<file path="config.mk">
export PLATFORM = sky130hd
export DESIGN_NAME = main
export DESIGN_NICKNAME = d
export VERILOG_FILES = /design/src/hw/bank_pkg.sv /design/src/hw/main_control.sv /design/src/hw/transaction_control.sv /design/src/hw/datapath.sv /design/src/hw/memory_control.sv /design/src/hw/main.sv
export SDC_FILE = /design/constraint.sdc
export NUM_CORES = 1
export LEC_CHECK = 0
export BUFFER_PORTS_ARGS = -buffer_cell sky130_fd_sc_hd__clkbuf_2
export CORE_ASPECT_RATIO = 1.2
export CORE_MARGIN = 5
export CORE_UTILIZATION = 40
export DETAILED_ROUTE_END_ITERATION = 7
export PLACE_DENSITY = 0.56
export SLEW_MARGIN = 40
export SYNTH_ARGS = -nofsm -noshare
export SYNTH_HDL_FRONTEND = slang
export SYNTH_HIERARCHICAL = 1
export SYNTH_SLANG_ARGS = --single-unit
</file>
<file path="constraint.sdc">
create_clock -name clock -period 4.3 [get_ports clock]
set_input_delay 0.645 -clock clock [delete_from_list [all_inputs] [get_ports clock]]
set_output_delay 0.645 -clock clock [all_outputs]
set_load 0.05 [all_outputs]
</file>
<file path="src/hw/bank_pkg.sv">
// Four accounts are fixed by the 2-bit index; hash_key is meant only for constant reset values
package bank_pkg;

	localparam int NUM_ACCOUNTS = 4;

	// Folded into the state on every hash round
	localparam logic [15:0] HASH_SALT = 16'hA5C3;

	// Sequencer stages, one transaction at a time
	typedef enum logic [2:0] {
		IDLE  = 3'd0,
		READ  = 3'd1,
		HASH  = 3'd2,
		CHECK = 3'd3,
		STORE = 3'd4
	} txn_step_t;

	typedef enum logic {
		WITHDRAW = 1'b0,
		DEPOSIT  = 1'b1
	} txn_op_t;

	typedef enum logic [1:0] {
		OK       = 2'd0,
		BAD_KEY  = 2'd1,
		NO_FUNDS = 2'd2
	} txn_status_t;

	// Captured from the switches, held until the transaction finishes
	typedef struct packed {
		logic [1:0] account;
		txn_op_t    op;
		logic [7:0] amount;
		logic [7:0] key;
	} txn_request_t;

	// One stored account
	typedef struct packed {
		logic [15:0] balance;
		logic [15:0] key_hash;
	} account_rec_t;

	typedef struct packed {
		logic [1:0]  account;
		txn_status_t status;
		logic [15:0] balance;
	} txn_result_t;

	// Whole hash in one step: rotate left by 3, then XOR the salt, per round
	function automatic logic [15:0] hash_key(input logic [7:0] key, input int rounds);
		logic [15:0] state;
		state = {8'h00, key};
		for (int i = 0; i < rounds; i++)
		begin
			state = {state[12:0], state[15:13]} ^ HASH_SALT;
		end
		return state;
	endfunction

endpackage

</file>
<file path="src/hw/main_control.sv">
// Buttons are active low and assumed debounced; key[2] is not used; request holds until finished
module main_control
(
	input  logic                   clock,
	input  logic                   arst_n,
	input  logic [9:0]             sw,
	input  logic [3:0]             key,
	input  logic                   finished,
	output logic                   start_txn,
	output bank_pkg::txn_request_t request
);
	import bank_pkg::*;

	// Bit 0 withdraw, bit 1 load, bit 2 deposit
	logic [2:0] btn_q;
	logic [2:0] btn_qq;
	logic [2:0] press;
	logic       amount_loaded;
	logic       key_loaded;
	logic       busy;
	logic       load_amount;
	logic       load_key;
	logic       start_req;

	// Two-stage sample of the buttons, idle level is high
	always_ff @(posedge clock or negedge arst_n)
	begin
		if (!arst_n)
		begin
			btn_q  <= '1;
			btn_qq <= '1;
		end
		else
		begin
			btn_q  <= {key[3], key[1], key[0]};
			btn_qq <= btn_q;
		end
	end

	// A press is the high to low edge
	assign press = btn_qq & ~btn_q;

	assign load_amount = press[1] && !busy && !amount_loaded;
	assign load_key    = press[1] && !busy && amount_loaded && !key_loaded;
	assign start_req   = (press[0] || press[2]) && amount_loaded && key_loaded && !busy;

	always_ff @(posedge clock or negedge arst_n)
	begin
		if (!arst_n)
		begin
			start_txn     <= 1'b0;
			amount_loaded <= 1'b0;
			key_loaded    <= 1'b0;
			busy          <= 1'b0;
		end
		else
		begin
			start_txn <= start_req;
			if (finished)
			begin
				amount_loaded <= 1'b0;
				key_loaded    <= 1'b0;
				busy          <= 1'b0;
			end
			else
			begin
				if (start_req)
					busy <= 1'b1;
				if (load_amount)
					amount_loaded <= 1'b1;
				if (load_key)
					key_loaded <= 1'b1;
			end
		end
	end

	// Request fields, first load takes amount and account, second the key
	always_ff @(posedge clock)
	begin
		if (load_amount)
		begin
			request.amount  <= sw[7:0];
			request.account <= sw[9:8];
		end
		if (load_key)
			request.key <= sw[7:0];
		// Withdraw wins if both start buttons land together
		if (start_req)
			request.op <= press[0] ? WITHDRAW : DEPOSIT;
	end

	assert property (@(posedge clock) disable iff (!arst_n)
		start_txn |=> !start_txn);

endmodule

</file>
<file path="src/hw/transaction_control.sv">
// Single transaction in flight; CHECK always lasts one cycle, the other steps wait on their done
module transaction_control
(
	input  logic                clock,
	input  logic                arst_n,
	input  logic                start_txn,
	input  logic                mem_done,
	input  logic                hash_done,
	output bank_pkg::txn_step_t step,
	output logic                finished
);
	import bank_pkg::*;

	logic      step_done;
	txn_step_t next_step;

	// Which done signal ends the current step
	always_comb
	begin
		case (step)
			IDLE:    step_done = start_txn;
			READ:    step_done = mem_done;
			HASH:    step_done = hash_done;
			CHECK:   step_done = 1'b1;
			STORE:   step_done = mem_done;
			default: step_done = 1'b1;
		endcase
	end

	always_comb
	begin
		case (step)
			IDLE:    next_step = READ;
			READ:    next_step = HASH;
			HASH:    next_step = CHECK;
			CHECK:   next_step = STORE;
			default: next_step = IDLE;
		endcase
	end

	always_ff @(posedge clock or negedge arst_n)
	begin
		if (!arst_n)
			step <= IDLE;
		else if (step_done)
			step <= next_step;
	end

	// Last STORE cycle, write already done
	assign finished = (step == STORE) && mem_done;

	// A start strobe only arrives while the sequencer is idle, so none is dropped
	assert property (@(posedge clock) disable iff (!arst_n)
		start_txn |-> step == IDLE);

	// Completion comes from a STORE that held through its write cycle
	assert property (@(posedge clock) disable iff (!arst_n)
		finished |-> (step == STORE) && ($past(step) == STORE));

endmodule

</file>
<file path="src/hw/datapath.sv">
// Hash takes HASH_ROUNDS cycles in HASH; result and new_rec hold from CHECK until the next CHECK
module datapath
#(
	parameter int HASH_ROUNDS = 5
)
(
	input  logic                   clock,
	input  logic                   arst_n,
	input  bank_pkg::txn_step_t    step,
	input  bank_pkg::txn_request_t request,
	input  bank_pkg::account_rec_t rec,
	output logic                   hash_done,
	output bank_pkg::account_rec_t new_rec,
	output logic                   write_en,
	output bank_pkg::txn_result_t  result
);
	import bank_pkg::*;

	localparam int CNT_W = (HASH_ROUNDS > 1) ? $clog2(HASH_ROUNDS) : 1;
	localparam logic [CNT_W-1:0] LAST_ROUND = CNT_W'(HASH_ROUNDS - 1);

	account_rec_t rec_q;
	logic [15:0]  hash_state;
	logic [CNT_W-1:0] round_cnt;
	logic [16:0]  sum;
	logic [15:0]  amount_ext;
	logic         key_ok;
	logic         funds_ok;
	txn_status_t  status;
	logic [15:0]  balance_next;

	// Last capture in READ is the settled record
	always_ff @(posedge clock)
	begin
		if (step == READ)
			rec_q <= rec;
	end

	// Round counter only runs in HASH
	always_ff @(posedge clock or negedge arst_n)
	begin
		if (!arst_n)
			round_cnt <= '0;
		else if (step == HASH)
			round_cnt <= round_cnt + 1'b1;
		else
			round_cnt <= '0;
	end

	// Seeded from the key outside HASH, one round per cycle inside
	always_ff @(posedge clock)
	begin
		if (step == HASH)
			hash_state <= {hash_state[12:0], hash_state[15:13]} ^ HASH_SALT;
		else
			hash_state <= {8'h00, request.key};
	end

	assign hash_done = (step == HASH) && (round_cnt == LAST_ROUND);

	assign amount_ext = {8'h00, request.amount};
	assign sum        = {1'b0, rec_q.balance} + {1'b0, amount_ext};
	assign key_ok     = (hash_state == rec_q.key_hash);
	assign funds_ok   = (amount_ext <= rec_q.balance);

	always_comb
	begin
		status       = OK;
		balance_next = rec_q.balance;
		if (!key_ok)
			status = BAD_KEY;
		else if (request.op == WITHDRAW)
		begin
			if (!funds_ok)
				status = NO_FUNDS;
			else
				balance_next = rec_q.balance - amount_ext;
		end
		else
		begin
			// Deposit saturates at the top of the range
			balance_next = sum[16] ? 16'hFFFF : sum[15:0];
		end
	end

	always_ff @(posedge clock)
	begin
		if (step == CHECK)
		begin
			result  <= '{account: request.account, status: status, balance: balance_next};
			new_rec <= '{balance: balance_next, key_hash: rec_q.key_hash};
		end
	end

	// High for the first STORE cycle only
	always_ff @(posedge clock or negedge arst_n)
	begin
		if (!arst_n)
			write_en <= 1'b0;
		else
			write_en <= (step == CHECK) && (status == OK);
	end

	// An accepted write never wraps the balance in either direction
	assert property (@(posedge clock) disable iff (!arst_n)
		write_en |-> (result.status == OK) && ((request.op == WITHDRAW) ?
			(new_rec.balance <= rec_q.balance) : (new_rec.balance >= rec_q.balance)));

endmodule

</file>
<file path="src/hw/memory_control.sv">
// Four records in flops; reset loads INIT_BALANCE and the hash of each index as its key
module memory_control
#(
	parameter int INIT_BALANCE = 200,
	parameter int HASH_ROUNDS  = 5
)
(
	input  logic                   clock,
	input  logic                   arst_n,
	input  bank_pkg::txn_step_t    step,
	input  logic [1:0]             account,
	input  bank_pkg::account_rec_t new_rec,
	input  logic                   write_en,
	output bank_pkg::account_rec_t rec,
	output logic                   mem_done
);
	import bank_pkg::*;

	account_rec_t mem [NUM_ACCOUNTS];
	logic         access;

	assign access = (step == READ) || (step == STORE);

	// Done one cycle after entering READ or STORE, then drops as the step moves on
	always_ff @(posedge clock or negedge arst_n)
	begin
		if (!arst_n)
			mem_done <= 1'b0;
		else
			mem_done <= access && !mem_done;
	end

	// Record array, write happens in the first STORE cycle
	always_ff @(posedge clock or negedge arst_n)
	begin
		if (!arst_n)
		begin
			for (int i = 0; i < NUM_ACCOUNTS; i++)
			begin
				mem[i] <= '{balance: 16'(INIT_BALANCE), key_hash: hash_key(8'(i), HASH_ROUNDS)};
			end
		end
		else if (step == STORE && write_en && !mem_done)
			mem[account] <= new_rec;
	end

	always_ff @(posedge clock)
	begin
		if (step == READ)
			rec <= mem[account];
	end

	// The datapath only asks for a write on the cycle the array takes it
	assert property (@(posedge clock) disable iff (!arst_n)
		write_en |-> (step == STORE) && !mem_done);

endmodule

</file>
<file path="src/hw/main.sv">
// No display output; result is meaningful only while result_valid is high
module main
#(
	parameter int HASH_ROUNDS  = 5,
	parameter int INIT_BALANCE = 200
)
(
	input  logic                  clock,
	input  logic                  arst_n,
	input  logic [9:0]            sw,
	input  logic [3:0]            key,
	output bank_pkg::txn_result_t result,
	output logic                  result_valid
);
	import bank_pkg::*;

	logic         start_txn;
	logic         mem_done;
	logic         hash_done;
	logic         write_en;
	txn_step_t    step;
	txn_request_t request;
	account_rec_t rec;
	account_rec_t new_rec;

	// Finished doubles as the result strobe
	main_control u_main_control (
		.clock     (clock),
		.arst_n    (arst_n),
		.sw        (sw),
		.key       (key),
		.finished  (result_valid),
		.start_txn (start_txn),
		.request   (request)
	);

	transaction_control u_transaction_control (
		.clock     (clock),
		.arst_n    (arst_n),
		.start_txn (start_txn),
		.mem_done  (mem_done),
		.hash_done (hash_done),
		.step      (step),
		.finished  (result_valid)
	);

	datapath #(
		.HASH_ROUNDS (HASH_ROUNDS)
	) u_datapath (
		.clock     (clock),
		.arst_n    (arst_n),
		.step      (step),
		.request   (request),
		.rec       (rec),
		.hash_done (hash_done),
		.new_rec   (new_rec),
		.write_en  (write_en),
		.result    (result)
	);

	memory_control #(
		.INIT_BALANCE (INIT_BALANCE),
		.HASH_ROUNDS  (HASH_ROUNDS)
	) u_memory_control (
		.clock    (clock),
		.arst_n   (arst_n),
		.step     (step),
		.account  (request.account),
		.new_rec  (new_rec),
		.write_en (write_en),
		.rec      (rec),
		.mem_done (mem_done)
	);

endmodule

</file>
==> results of run 1 <==
worst min-delay path by stage:
stage | end | slack (ns) | cells past startpoint
2_1_floorplan | u_datapath/round_cnt[0]$_DFF_PN0_ | 0.35 | 0
3_3_place_gp | u_main_control/btn_qq[0]$_DFF_PN1_ | 0.36 | 0
3_5_place_dp | u_main_control/btn_qq[0]$_DFF_PN1_ | 0.36 | 0
4_1_cts | u_transaction_control/step[1]$_DFFE_PN0P_ | 0.14 | 1
5_1_grt | u_main_control/btn_q[2]$_DFF_PN1_ | 0.15 | 1
6_report | u_main_control/btn_q[1]$_DFF_PN1_ | 0.18 | 1
cell families (layout without fill, tap and decap cells):
| family | count (synthesis) | after routing |
|---|---|---|
| AOI/OAI and AO/OA | 93 | 93 |
| xor gates and xnor gates | 22 | 22 |
| adders and majority gates | 20 | 20 |
| buffers and inverters | 68 | 127 |
| DFF | 281 | 281 |
| muxes | 164 | 164 |
| and+or+nand+nor | 147 | 147 |
power by group through the flow:
stage | combinational [mW] | clock, mW | sequential (mW)
3_3_place_gp | 0.700 | 0 | 3.34
4_1_cts | 0.711 | 2.61 | 3.30
6_report | 0.710 | 2.53 | 3.30
2_1_floorplan | 0.488 | 0 | 3.27
3_5_place_dp | 0.707 | 0 | 3.34
5_1_grt | 0.787 | 2.72 | 3.32
sequential cells by signal, summed over array words and instances (netlist names), 16 cells and up:
register and count:
u_datapath/result 20, u_memory_control/mem 128, u_datapath/hash_state 16, u_datapath/rec_q 32, u_memory_control/rec 32, u_main_control/request 19
u_datapath/new_rec 16
critical path: stages, from the launching register on:
cell and delay [ns]:
edfxtp_1 0.47, inv_1 0.08, ha_1 0.34, nand2b_1 0.17, a2111oi_0 0.61, o22ai_1 0.28, o21bai_1 0.53, a41o_1 0.25
a21oi_1 0.07, a311oi_1 0.28
area by class of cell:
type / count / share of cell area (%)
Clock buffer: 39 / 5.61
Clock inverter: 13 / 1.29
Inverter: 23 / 0.620
Multi-Input combinational cell: 446 / 31.7
Sequential cell: 281 / 54.5
Tap cell: 396 / 3.56
Timing Repair Buffer: 52 / 2.67
cell usage in the layout (no fill, tap or decap), types with 4 or more instances in the layout:
cell / instances
mux4_2: 32
o221ai_1: 4
edfxtp_1: 119
a31oi_1: 7
nand3_1: 5
clkbuf_16: 28
nand4_1: 7
nor2_1: 32
a21oi_1: 21
a21o_1: 6
o21bai_1: 4
clkinv_2: 5
dfstp_2: 38
o21a_1: 5
clkbuf_2: 34
and3_1: 7
bufinv_16: 4
xnor2_1: 21
ha_1: 18
dfxtp_1: 16
clkbuf_1: 7
o21ai_0: 15
mux2_2: 67
buf_4: 10
nor2b_1: 4
a221o_1: 4
inv_1: 22
clkbuf_8: 4
dfrtp_1: 108
and2_1: 4
mux2_4: 60
nor3_1: 12
nand2_1: 40
routing by layer:
layer	GRT usage (%)	share of wire (%)	up-vias
met5	0	0	-
met2	25.8	51	115
li1	-	-	3044
met3	2.22	3.5	30
met4	3.37	1.4	0
met1	20.4	44	3483
==> impl_metrics.tcl, run 1 <==
set metrics [dict create \
    status "complete, no violations" \
    gp_congestion 0.896 \
    antenna_found_initial 0 \
    wl_mm 26.0 \
    r2r-end "u_datapath/result[13]$_DFFE_PP_" \
    fin_util_pct 45.6 \
    endpoint_kind "flip-flop" \
    synthCells 795 \
    port_buffers 35 \
    critical_path_required_ns 4.63 \
    synthAdderAreaFrac_pct 2.14 \
    hold_buffers 0 \
    timing.critical_path.to "u_datapath/result[13]$_DFFE_PP_" \
    ant_nets 0 \
    die_x_um 171 \
    synth_compound_area_share_pct 5.21 \
    synthXorXnorAreaFrac_pct 1.55 \
    period_needed_ns 3.29 \
    rows 70 \
    netSwitchingPower_mw 1.69 \
    multi_input_area_um2 4420 \
    num_vias 6672 \
    finalPower_mw 6.54 \
    die_h_um 203 \
    cts_max_level 1 \
    pre_cts_ws_ns 1.08 \
    cp-startpoint "u_main_control/request[9]$_DFFE_PP_" \
    crit_fanout 7 \
    ys_warn_count 6 \
    yosys.area_share.simple_pct 6.97 \
    cap_violations 0 \
    synth_mux_area_share_pct 19.6 \
    cts_tree "yes" \
    cp.arrival_ns 3.62 \
    cts_setup_buffers 0 \
    syn_area_um2 12400 \
    dp.cells 1196 \
    irDropWorstVdd_uv 354 \
    power.density_nw_per_um2 469 \
    n_fill_cell 2692 \
    clockBufferDepth 3 \
    grt_overflow 0 \
    synth_edf_count 119 \
    max_freq_mhz 304 \
    clock_latency_ns 0.55 \
    track_usage_pct 15.1 \
    clock-root-buffer "clkbuf_16" \
    seqPwrFrac_pct 50.5 \
    drive_gt1_share_pct 36.8 \
    synth-main-ff-cell "edfxtp_1" \
    first_iter_violations 385 \
    fin_crit_sh_pct 76.5 \
    register_area_um2 7590 \
    slew_viol_final 0 \
    synth_top_area_share_pct 28.8 \
    clkTransAtPathRegs_ns 0.06 \
    area_delta_synth_final_pct 12.3 \
    syn_avg_cell_area_um2 15.6 \
    numCtsBuffers 28 \
    synthTopCellsByCount "edfxtp_1, dfrtp_1, mux2_2" \
    hp-class "in2reg" \
    fin_cells 1250 \
    synth_area_leaders "edfxtp_1, dfrtp_1, dfstp_2" \
    n_antenna_cell 0 \
    ff2ff_setup_slack_ns 1.01 \
    dp_hpwl_mm 16.3 \
    ys_ff_latch 281 \
    rsz0062_at_grt "false" \
    tightest_slew_ns 0.840 \
    final-setup-viol-count 0 \
    dieArea_um2 34600 \
    io-pin-count 37 \
    grt_max_degree 97 \
    grt_pass1_wl_mm 41.3 \
    hold_violations 0 \
    tns_ns 0 \
    worstHoldStart "key[1]" \
    worst-setup-path-type "reg2reg" \
    initial_core_util_pct 40.6 \
    first_pass_iters 7 \
    drt-vias-per-instance 5.34 \
    seq_area_frac_synth_pct 61.3 \
    skew_ns 0.0170 \
    nets 868 \
    intPower_mw 4.85 \
    critPathLaunchType "flip-flop" \
    hold_ws_ns 0.178 \
    drc_errors 0 \
    max_slew_margin_pct 44.0 \
    cts.sinks 281 \
    power_frac_comb_pct 10.9 \
    synth_cell_types 77 \
    synth_top_family_by_area "multiplexers" \
    layout_setup_ws_ns 1.01 \
    syn_nets 831 \
    p_clk_share_pct 38.7 \
    grt_pass1_vias 7046 \
    yosysMostFrequentCell "edfxtp_1" \
    netSwitchingFraction_pct 25.8 \
    reg2regPathDepth 9 \
    post_cts_resized 0 \
    p_leak_nw 5.86 \
    rr_startpoint "u_main_control/request[9]$_DFFE_PP_" \
    placed_area_um2 12900 \
    coreArea_um2 30600 \
    wire_per_inst_um 20.8 \
    ys_async_sr_fraction_pct 52.0 \
    synth_top_area_cell "edfxtp_1" \
    design_area_um2 13900 \
]
Note: power is estimated with default switching activity, not from simulation.
==> run 2: changes to the inputs <==
==> constraint.sdc (replaced) <==
create_clock -name clock -period 3.1 [get_ports clock]
set_input_delay 0.465 -clock clock [delete_from_list [all_inputs] [get_ports clock]]
set_output_delay 0.465 -clock clock [all_outputs]
set_load 0.05 [all_outputs]
==> impl_metrics.tcl, run 2 (synthesis gave the netlist of run 1 again) <==
set metrics [dict create \
    hold_ws_ns 0.108 \
    cts_tree "yes" \
    cap_violations 0 \
    area_delta_synth_final_pct 13.8 \
    crit_buf_inv 2 \
    drc_errors 0 \
    rows 70 \
    tns_ns 0 \
    fin_cells 1270 \
    dieArea_um2 34600 \
    multi_input_area_um2 4440 \
    first_iter_violations 446 \
    whs_path_depth 1 \
    cp_slowest_cell "o311a_1" \
    reg2regPathDepth 8 \
    grt_pass1_vias 7069 \
    crit_chain "ha_1 -> inv_1 -> a21oi_1 -> o41a_1 -> o311a_1 -> buf_4 -> a221o_1 -> a31oi_1" \
    track_usage_pct 15.3 \
    design_area_um2 14100 \
    antenna_found_initial 0 \
    rsz0062_at_grt "false" \
    wl_mm 26.2 \
    power.density_nw_per_um2 656 \
    die_h_um 203 \
    netSwitchingFraction_pct 25.2 \
    initial_core_util_pct 40.6 \
    ant_nets 0 \
    numCtsBuffers 28 \
    placed_area_um2 13100 \
    final-setup-viol-count 0 \
    max_stage_delay_ns 0.45 \
    nets 888 \
    dp.cells 1214 \
    path_depth 8 \
    p_clk_share_pct 39.4 \
    status "complete, no violations" \
    hold_violations 0 \
    critical_path.top_delay_family "compound AO/OA/AOI/OAI gates" \
    netSwitchingPower_mw 2.33 \
    largest_register "u_memory_control/mem" \
    grt_pass1_wl_mm 41.6 \
    io-pin-count 37 \
    clkTransAtPathRegs_ns 0.06 \
    endpoint_kind "flip-flop" \
    tightest_slew_ns 0.847 \
    cts_max_level 1 \
    grt_overflow 0 \
    grt_max_degree 66 \
    largest_reg_flops 128 \
    n_antenna_cell 0 \
    register_area_um2 7590 \
    irDropWorstVdd_uv 431 \
    dp_hpwl_mm 16.7 \
    die_x_um 171 \
    fin_crit_sh_pct 93.2 \
    cp.arrival_ns 3.24 \
    fin_util_pct 46.2 \
    clockBufferDepth 3 \
    clock-root-buffer "clkbuf_16" \
    wire_per_inst_um 20.7 \
    n_fill_cell 2602 \
    crit_fanout 8 \
    coreArea_um2 30600 \
    num_vias 6738 \
    cts.sinks 281 \
    reg.largest.list "u_memory_control/mem (128), u_datapath/rec_q (32), u_memory_control/rec (32)" \
    slew_viol_final 0 \
    clock_latency_ns 0.54 \
    first_pass_iters 5 \
    critical_path_required_ns 3.45 \
    skew_ns 0.0174 \
    drt-vias-per-instance 5.31 \
    power_frac_comb_pct 12.0 \
    max_freq_mhz 346 \
    worst-setup-path-type "reg2reg" \
    drive_gt1_share_pct 38.0 \
    gp_congestion 0.874 \
    hp-class "in2reg" \
    intPower_mw 6.93 \
    p_leak_nw 5.95 \
    critPathLaunchType "flip-flop" \
    final_common_cell "edfxtp_1" \
    port_buffers 35 \
    max_slew_margin_pct 43.5 \
    period_needed_ns 2.89 \
    seqPwrFrac_pct 48.6 \
    mostFrequentLayoutCells "edfxtp_1, dfrtp_1, mux2_2, mux2_4, nand2_1" \
]
-- run 2: cell types whose count changed in the layout (fill, tap and decap cells not counted), moves of 2 or more --
cell | previous run | this run
buf_4 | 10 | 31
clkinv_2 | 5 | 2
dlygate4sd3_1 | 1 | 4
buf_6 | 3 | 1
clkinvlp_4 | 0 | 2
nor3b_2 | 3 | 1
nor3b_4 | 0 | 2
-- run 2: path summary, 6_finish.rpt --
path,from,endpoint,slack [ns]
setup / recovery,u_datapath/rec_q[18]$_DFFE_PN_,u_datapath/result[2]$_DFFE_PP_,0.21
setup reg to reg,u_datapath/rec_q[18]$_DFFE_PN_,u_datapath/result[2]$_DFFE_PP_,0.21
min in group asynchronous,arst_n,u_main_control/start_txn$_DFF_PN0_,0.42
hold / removal,sw[8],u_main_control/request[17]$_DFFE_PP_,0.11
hold reg to reg,u_main_control/btn_q[0]$_DFF_PN1_,u_main_control/btn_qq[0]$_DFF_PN1_,0.36
max in group asynchronous,arst_n,u_memory_control/mem[74]$_DFFE_PN1P_,1.80
-- run 2: final cells by class --
type,instances,area share [%]
clock buffers,42,5.84
clock inverters,10,1.30
inverters,23,0.612
multi-input cells,446,31.4
flip-flops and latches,281,53.8
well taps,396,3.51
repair buffers,72,3.50
-- run 2: timing repair --
action                                  4_1_cts  5_1_grt
setup buffers                                 0        0
endpoints found under the hold margin        35        0
endpoints found under the setup margin        0        1
resized for setup                             0        1
hold buffers                                  4        0
-- run 2: worst reg2reg max path: cells and delay by family (launching register included) --
family / cells / cell delay [ns]
DFF: 1 / 0.43
adders and majority gates: 1 / 0.39
AOI/OAI and AO/OA: 5 / 1.55
buffers and inverters: 2 / 0.32
-- run 2: routing by layer --
| layer | global-route usage (%) | up-vias | share of wire [%] | wire length, um |
|---|---|---|---|---|
| li1 | - | 3074 | - | - |
| met2 | 25.9 | 111 | 50 | 13100 |
| met1 | 20.9 | 3513 | 44 | 11700 |
| met3 | 2.14 | 40 | 3.7 | 959 |
| met5 | 0 | - | 0 | 0 |
| met4 | 3.74 | 0 | 2.1 | 552 |
-- run 2: power groups by stage --
stage | combinational [mW] | clock [mW] | sequential (mW)
floorplan | 0.680 | 0 | 4.53
global placement | 1.10 | 0 | 4.57
detailed placement | 1.12 | 0 | 4.57
CTS | 1.13 | 3.75 | 4.51
global route | 1.23 | 3.90 | 4.54
finish | 1.11 | 3.65 | 4.51
-- run 2: per-stage QoR --
stage / setup slack, ns / power [mW]
final: 0.212 / 9.26
after global routing: 0.0729 / 9.67
after CTS: 0.222 / 9.38
after detailed placement: 0.256 / 5.69
after global placement: 0.236 / 5.67
after floorplan: 0.398 / 5.21
==> run 3: changes to the inputs <==
--- a/config.mk
+++ b/config.mk
@@ -5,6 +5,7 @@
 export SDC_FILE = /design/constraint.sdc
 export NUM_CORES = 1
 export LEC_CHECK = 0
+export ABC_AREA = 1
 export BUFFER_PORTS_ARGS = -buffer_cell sky130_fd_sc_hd__clkbuf_2
 export CORE_ASPECT_RATIO = 1.2
 export CORE_MARGIN = 5
==> impl_metrics.tcl, run 3 <==
set metrics [dict create \
    clockBufferDepth 3 \
    drc_errors 0 \
    die_h_um 209 \
    cts_tree "yes" \
    max_freq_mhz 404 \
    grt.busiest_layer "met2" \
    first_pass_iters 5 \
    skew_ns 0.0129 \
    ys_async_sr_fraction_pct 52.0 \
    syn_area_um2 13100 \
    cts.sinks 281 \
    layout_setup_ws_ns 0.626 \
    power.density_nw_per_um2 696 \
    ant_nets 0 \
    num_vias 9790 \
    dieArea_um2 36600 \
    pre_cts_ws_ns 0.626 \
    final-setup-viol-count 0 \
    ff2ff_setup_slack_ns 0.63 \
    power_frac_comb_pct 18.8 \
    synth_top_area_share_pct 27.2 \
    syn_nets 1458 \
    p_clk_share_pct 33.4 \
    port_buffers 35 \
    initial_core_util_pct 40.6 \
    antenna_found_initial 0 \
    coreArea_um2 32300 \
    cap_violations 0 \
    die_x_um 175 \
    placed_area_um2 13600 \
    track_usage_pct 18.1 \
    final_common_cell "nand2_1" \
    tightest_slew_ns 0.793 \
    grt_pass1_vias 9644 \
    cts_max_level 1 \
    synth_edf_count 119 \
    met3_usage_pct 2.20 \
    ys_ff_latch 281 \
    synthTopCellsByCount "nand2_1, nand4_1, edfxtp_1" \
    cp.arrival_ns 2.77 \
    wl_mm 33.3 \
    nets 1458 \
    mostFrequentLayoutCells "nand2_1, nand4_1, edfxtp_1, dfrtp_1, inv_1" \
    fin_util_pct 45.1 \
    yosysMostFrequentCell "nand2_1" \
    netSwitchingPower_mw 3.17 \
    irDropWorstVdd_uv 389 \
    clock_latency_ns 0.56 \
    dp.cells 1794 \
    crit_fanout 8 \
    synth_area_leaders "edfxtp_1, dfrtp_1, nand2_1" \
    n_antenna_cell 0 \
    largest_reg_flops 128 \
    whs_path_depth 1 \
    n_fill_cell 3091 \
    grt_max_degree 133 \
    gr-usage-met1_pct 24.2 \
    netSwitchingFraction_pct 31.2 \
    synthCells 1422 \
    hp-class "in2reg" \
    clkTransAtPathRegs_ns 0.06 \
    area_delta_synth_final_pct 11.0 \
    design_area_um2 14600 \
    io-pin-count 37 \
    largest_register "u_memory_control/mem" \
    rsz0062_at_grt "false" \
    worst-setup-path-type "reg2reg" \
    hold_violations 0 \
    fin_crit_sh_pct 79.8 \
    grt_overflow 0 \
    seqPwrFrac_pct 47.8 \
    p_leak_nw 6.61 \
    grt_pass1_wl_mm 53.7 \
    ys_warn_count 6 \
    drt-vias-per-instance 5.29 \
    syn_avg_cell_area_um2 9.24 \
    synth_cell_types 40 \
    synth_top_area_cell "edfxtp_1" \
    status "complete, no violations" \
    clock-root-buffer "clkbuf_16" \
    critical_path_required_ns 3.40 \
    first_iter_violations 864 \
    numCtsBuffers 29 \
    endpoint_kind "flip-flop" \
    tns_ns 0 \
    synth-main-ff-cell "edfxtp_1" \
    dp_hpwl_mm 21.1 \
    reg2regPathDepth 12 \
    intPower_mw 6.98 \
    wire_per_inst_um 18.0 \
    reg.largest.list "u_memory_control/mem (128), u_datapath/rec_q (32), u_memory_control/rec (32)" \
    gp_congestion 0.899 \
    fin_cells 1852 \
    critPathLaunchType "flip-flop" \
    slew_viol_final 0 \
    rows 72 \
    met2_usage_pct 30.1 \
    cts_setup_buffers 0 \
    max_slew_margin_pct 47.1 \
    period_needed_ns 2.47 \
    seq_area_frac_synth_pct 57.8 \
    drive_gt1_share_pct 13.4 \
]
[run 3: cell count changes after synthesis, moves of 11 or more]
cell / previous run / this run
nand3_1: 5 / 48
buf_2: 5 / 52
nor2_1: 32 / 68
nor3_1: 12 / 0
mux2_2: 67 / 4
nand2_1: 40 / 542
mux2_4: 60 / 0
mux4_2: 32 / 0
inv_1: 22 / 85
a21oi_2: 0 / 11
nand4_1: 7 / 175
a21oi_1: 21 / 9
[run 3: metrics by stage]
stage | power, mW | hold slack (ns)
after floorplan | 6.17 | 0.169
after global placement | 6.83 | 0.355
after detailed placement | 6.85 | 0.360
after CTS | 10.3 | 0.0584
after global routing | 10.7 | 0.0585
final | 10.2 | 0.0818
[run 3: power groups by stage]
stage / registers, mW / logic, mW / clock network (mW)
4_1_cts: 4.87 / 1.93 / 3.49
3_3_place_gp: 4.92 / 1.90 / 0
5_1_grt: 4.90 / 2.13 / 3.66
3_5_place_dp: 4.93 / 1.92 / 0
2_1_floorplan: 4.74 / 1.43 / 0
6_report: 4.85 / 1.91 / 3.39
[run 3: logic make-up after synthesis]
| family | synth area share, % |
|---|---|
| mux | 0.343 |
| flops | 57.8 |
| fa+ha+maj | 2.02 |
| buf+inv | 6.90 |
| compound gates | 2.07 |
| xor+xnor | 1.47 |
| simple gates | 29.4 |
[run 3: timing repair]
action | in CTS | in global routing
hold buffers | 4 | 0
hold endpoints to repair | 37 | 0
gates resized for setup | 0 | 0
[run 3: layer usage]
metal | wire, um | share of wire [%]
met5 | 0 | 0
met4 | 1420 | 4.3
met3 | 1660 | 5.0
met2 | 16200 | 49
met1 | 14000 | 42
[run 3: final timing paths]
kind	startpoint	endpoint
worst min register to register	u_main_control/btn_q[0]$_DFF_PN1_	u_main_control/btn_qq[0]$_DFF_PN1_
worst max-delay path	u_main_control/request[8]$_DFFE_PP_	u_datapath/result[5]$_DFFE_PP_
max in group asynchronous	arst_n	u_memory_control/mem[46]$_DFFE_PN1P_
worst max register to register	u_main_control/request[8]$_DFFE_PP_	u_datapath/result[5]$_DFFE_PP_
worst min-delay path	sw[9]	u_main_control/request[18]$_DFFE_PP_
min in group asynchronous	arst_n	u_memory_control/mem[98]$_DFFE_PN0P_
[run 3: worst max-delay path, cell delays in order, from the launching register on]
cell and delay [ns]:
edfxtp_1 0.40, ha_1 0.26, fa_1 0.42, inv_1 0.09, nand3_1 0.07, nand3_1 0.16, nand2_1 0.12, nand2_2 0.14
nor2_8 0.07, nor2_8 0.15, nand3_1 0.09, o21ai_1 0.16, a21oi_2 0.08
[run 3: layout make-up]
type | instances | area [um^2] | share of cell area (%)
sequential | 281 | 7590 | 52.1
timing repair buffer | 65 | 504 | 3.46
clock buffer | 40 | 787 | 5.40
inverter | 96 | 365 | 2.51
multi-input combinational | 949 | 4690 | 32.1
tap | 407 | 509 | 3.49
clock inverter | 14 | 134 | 0.918
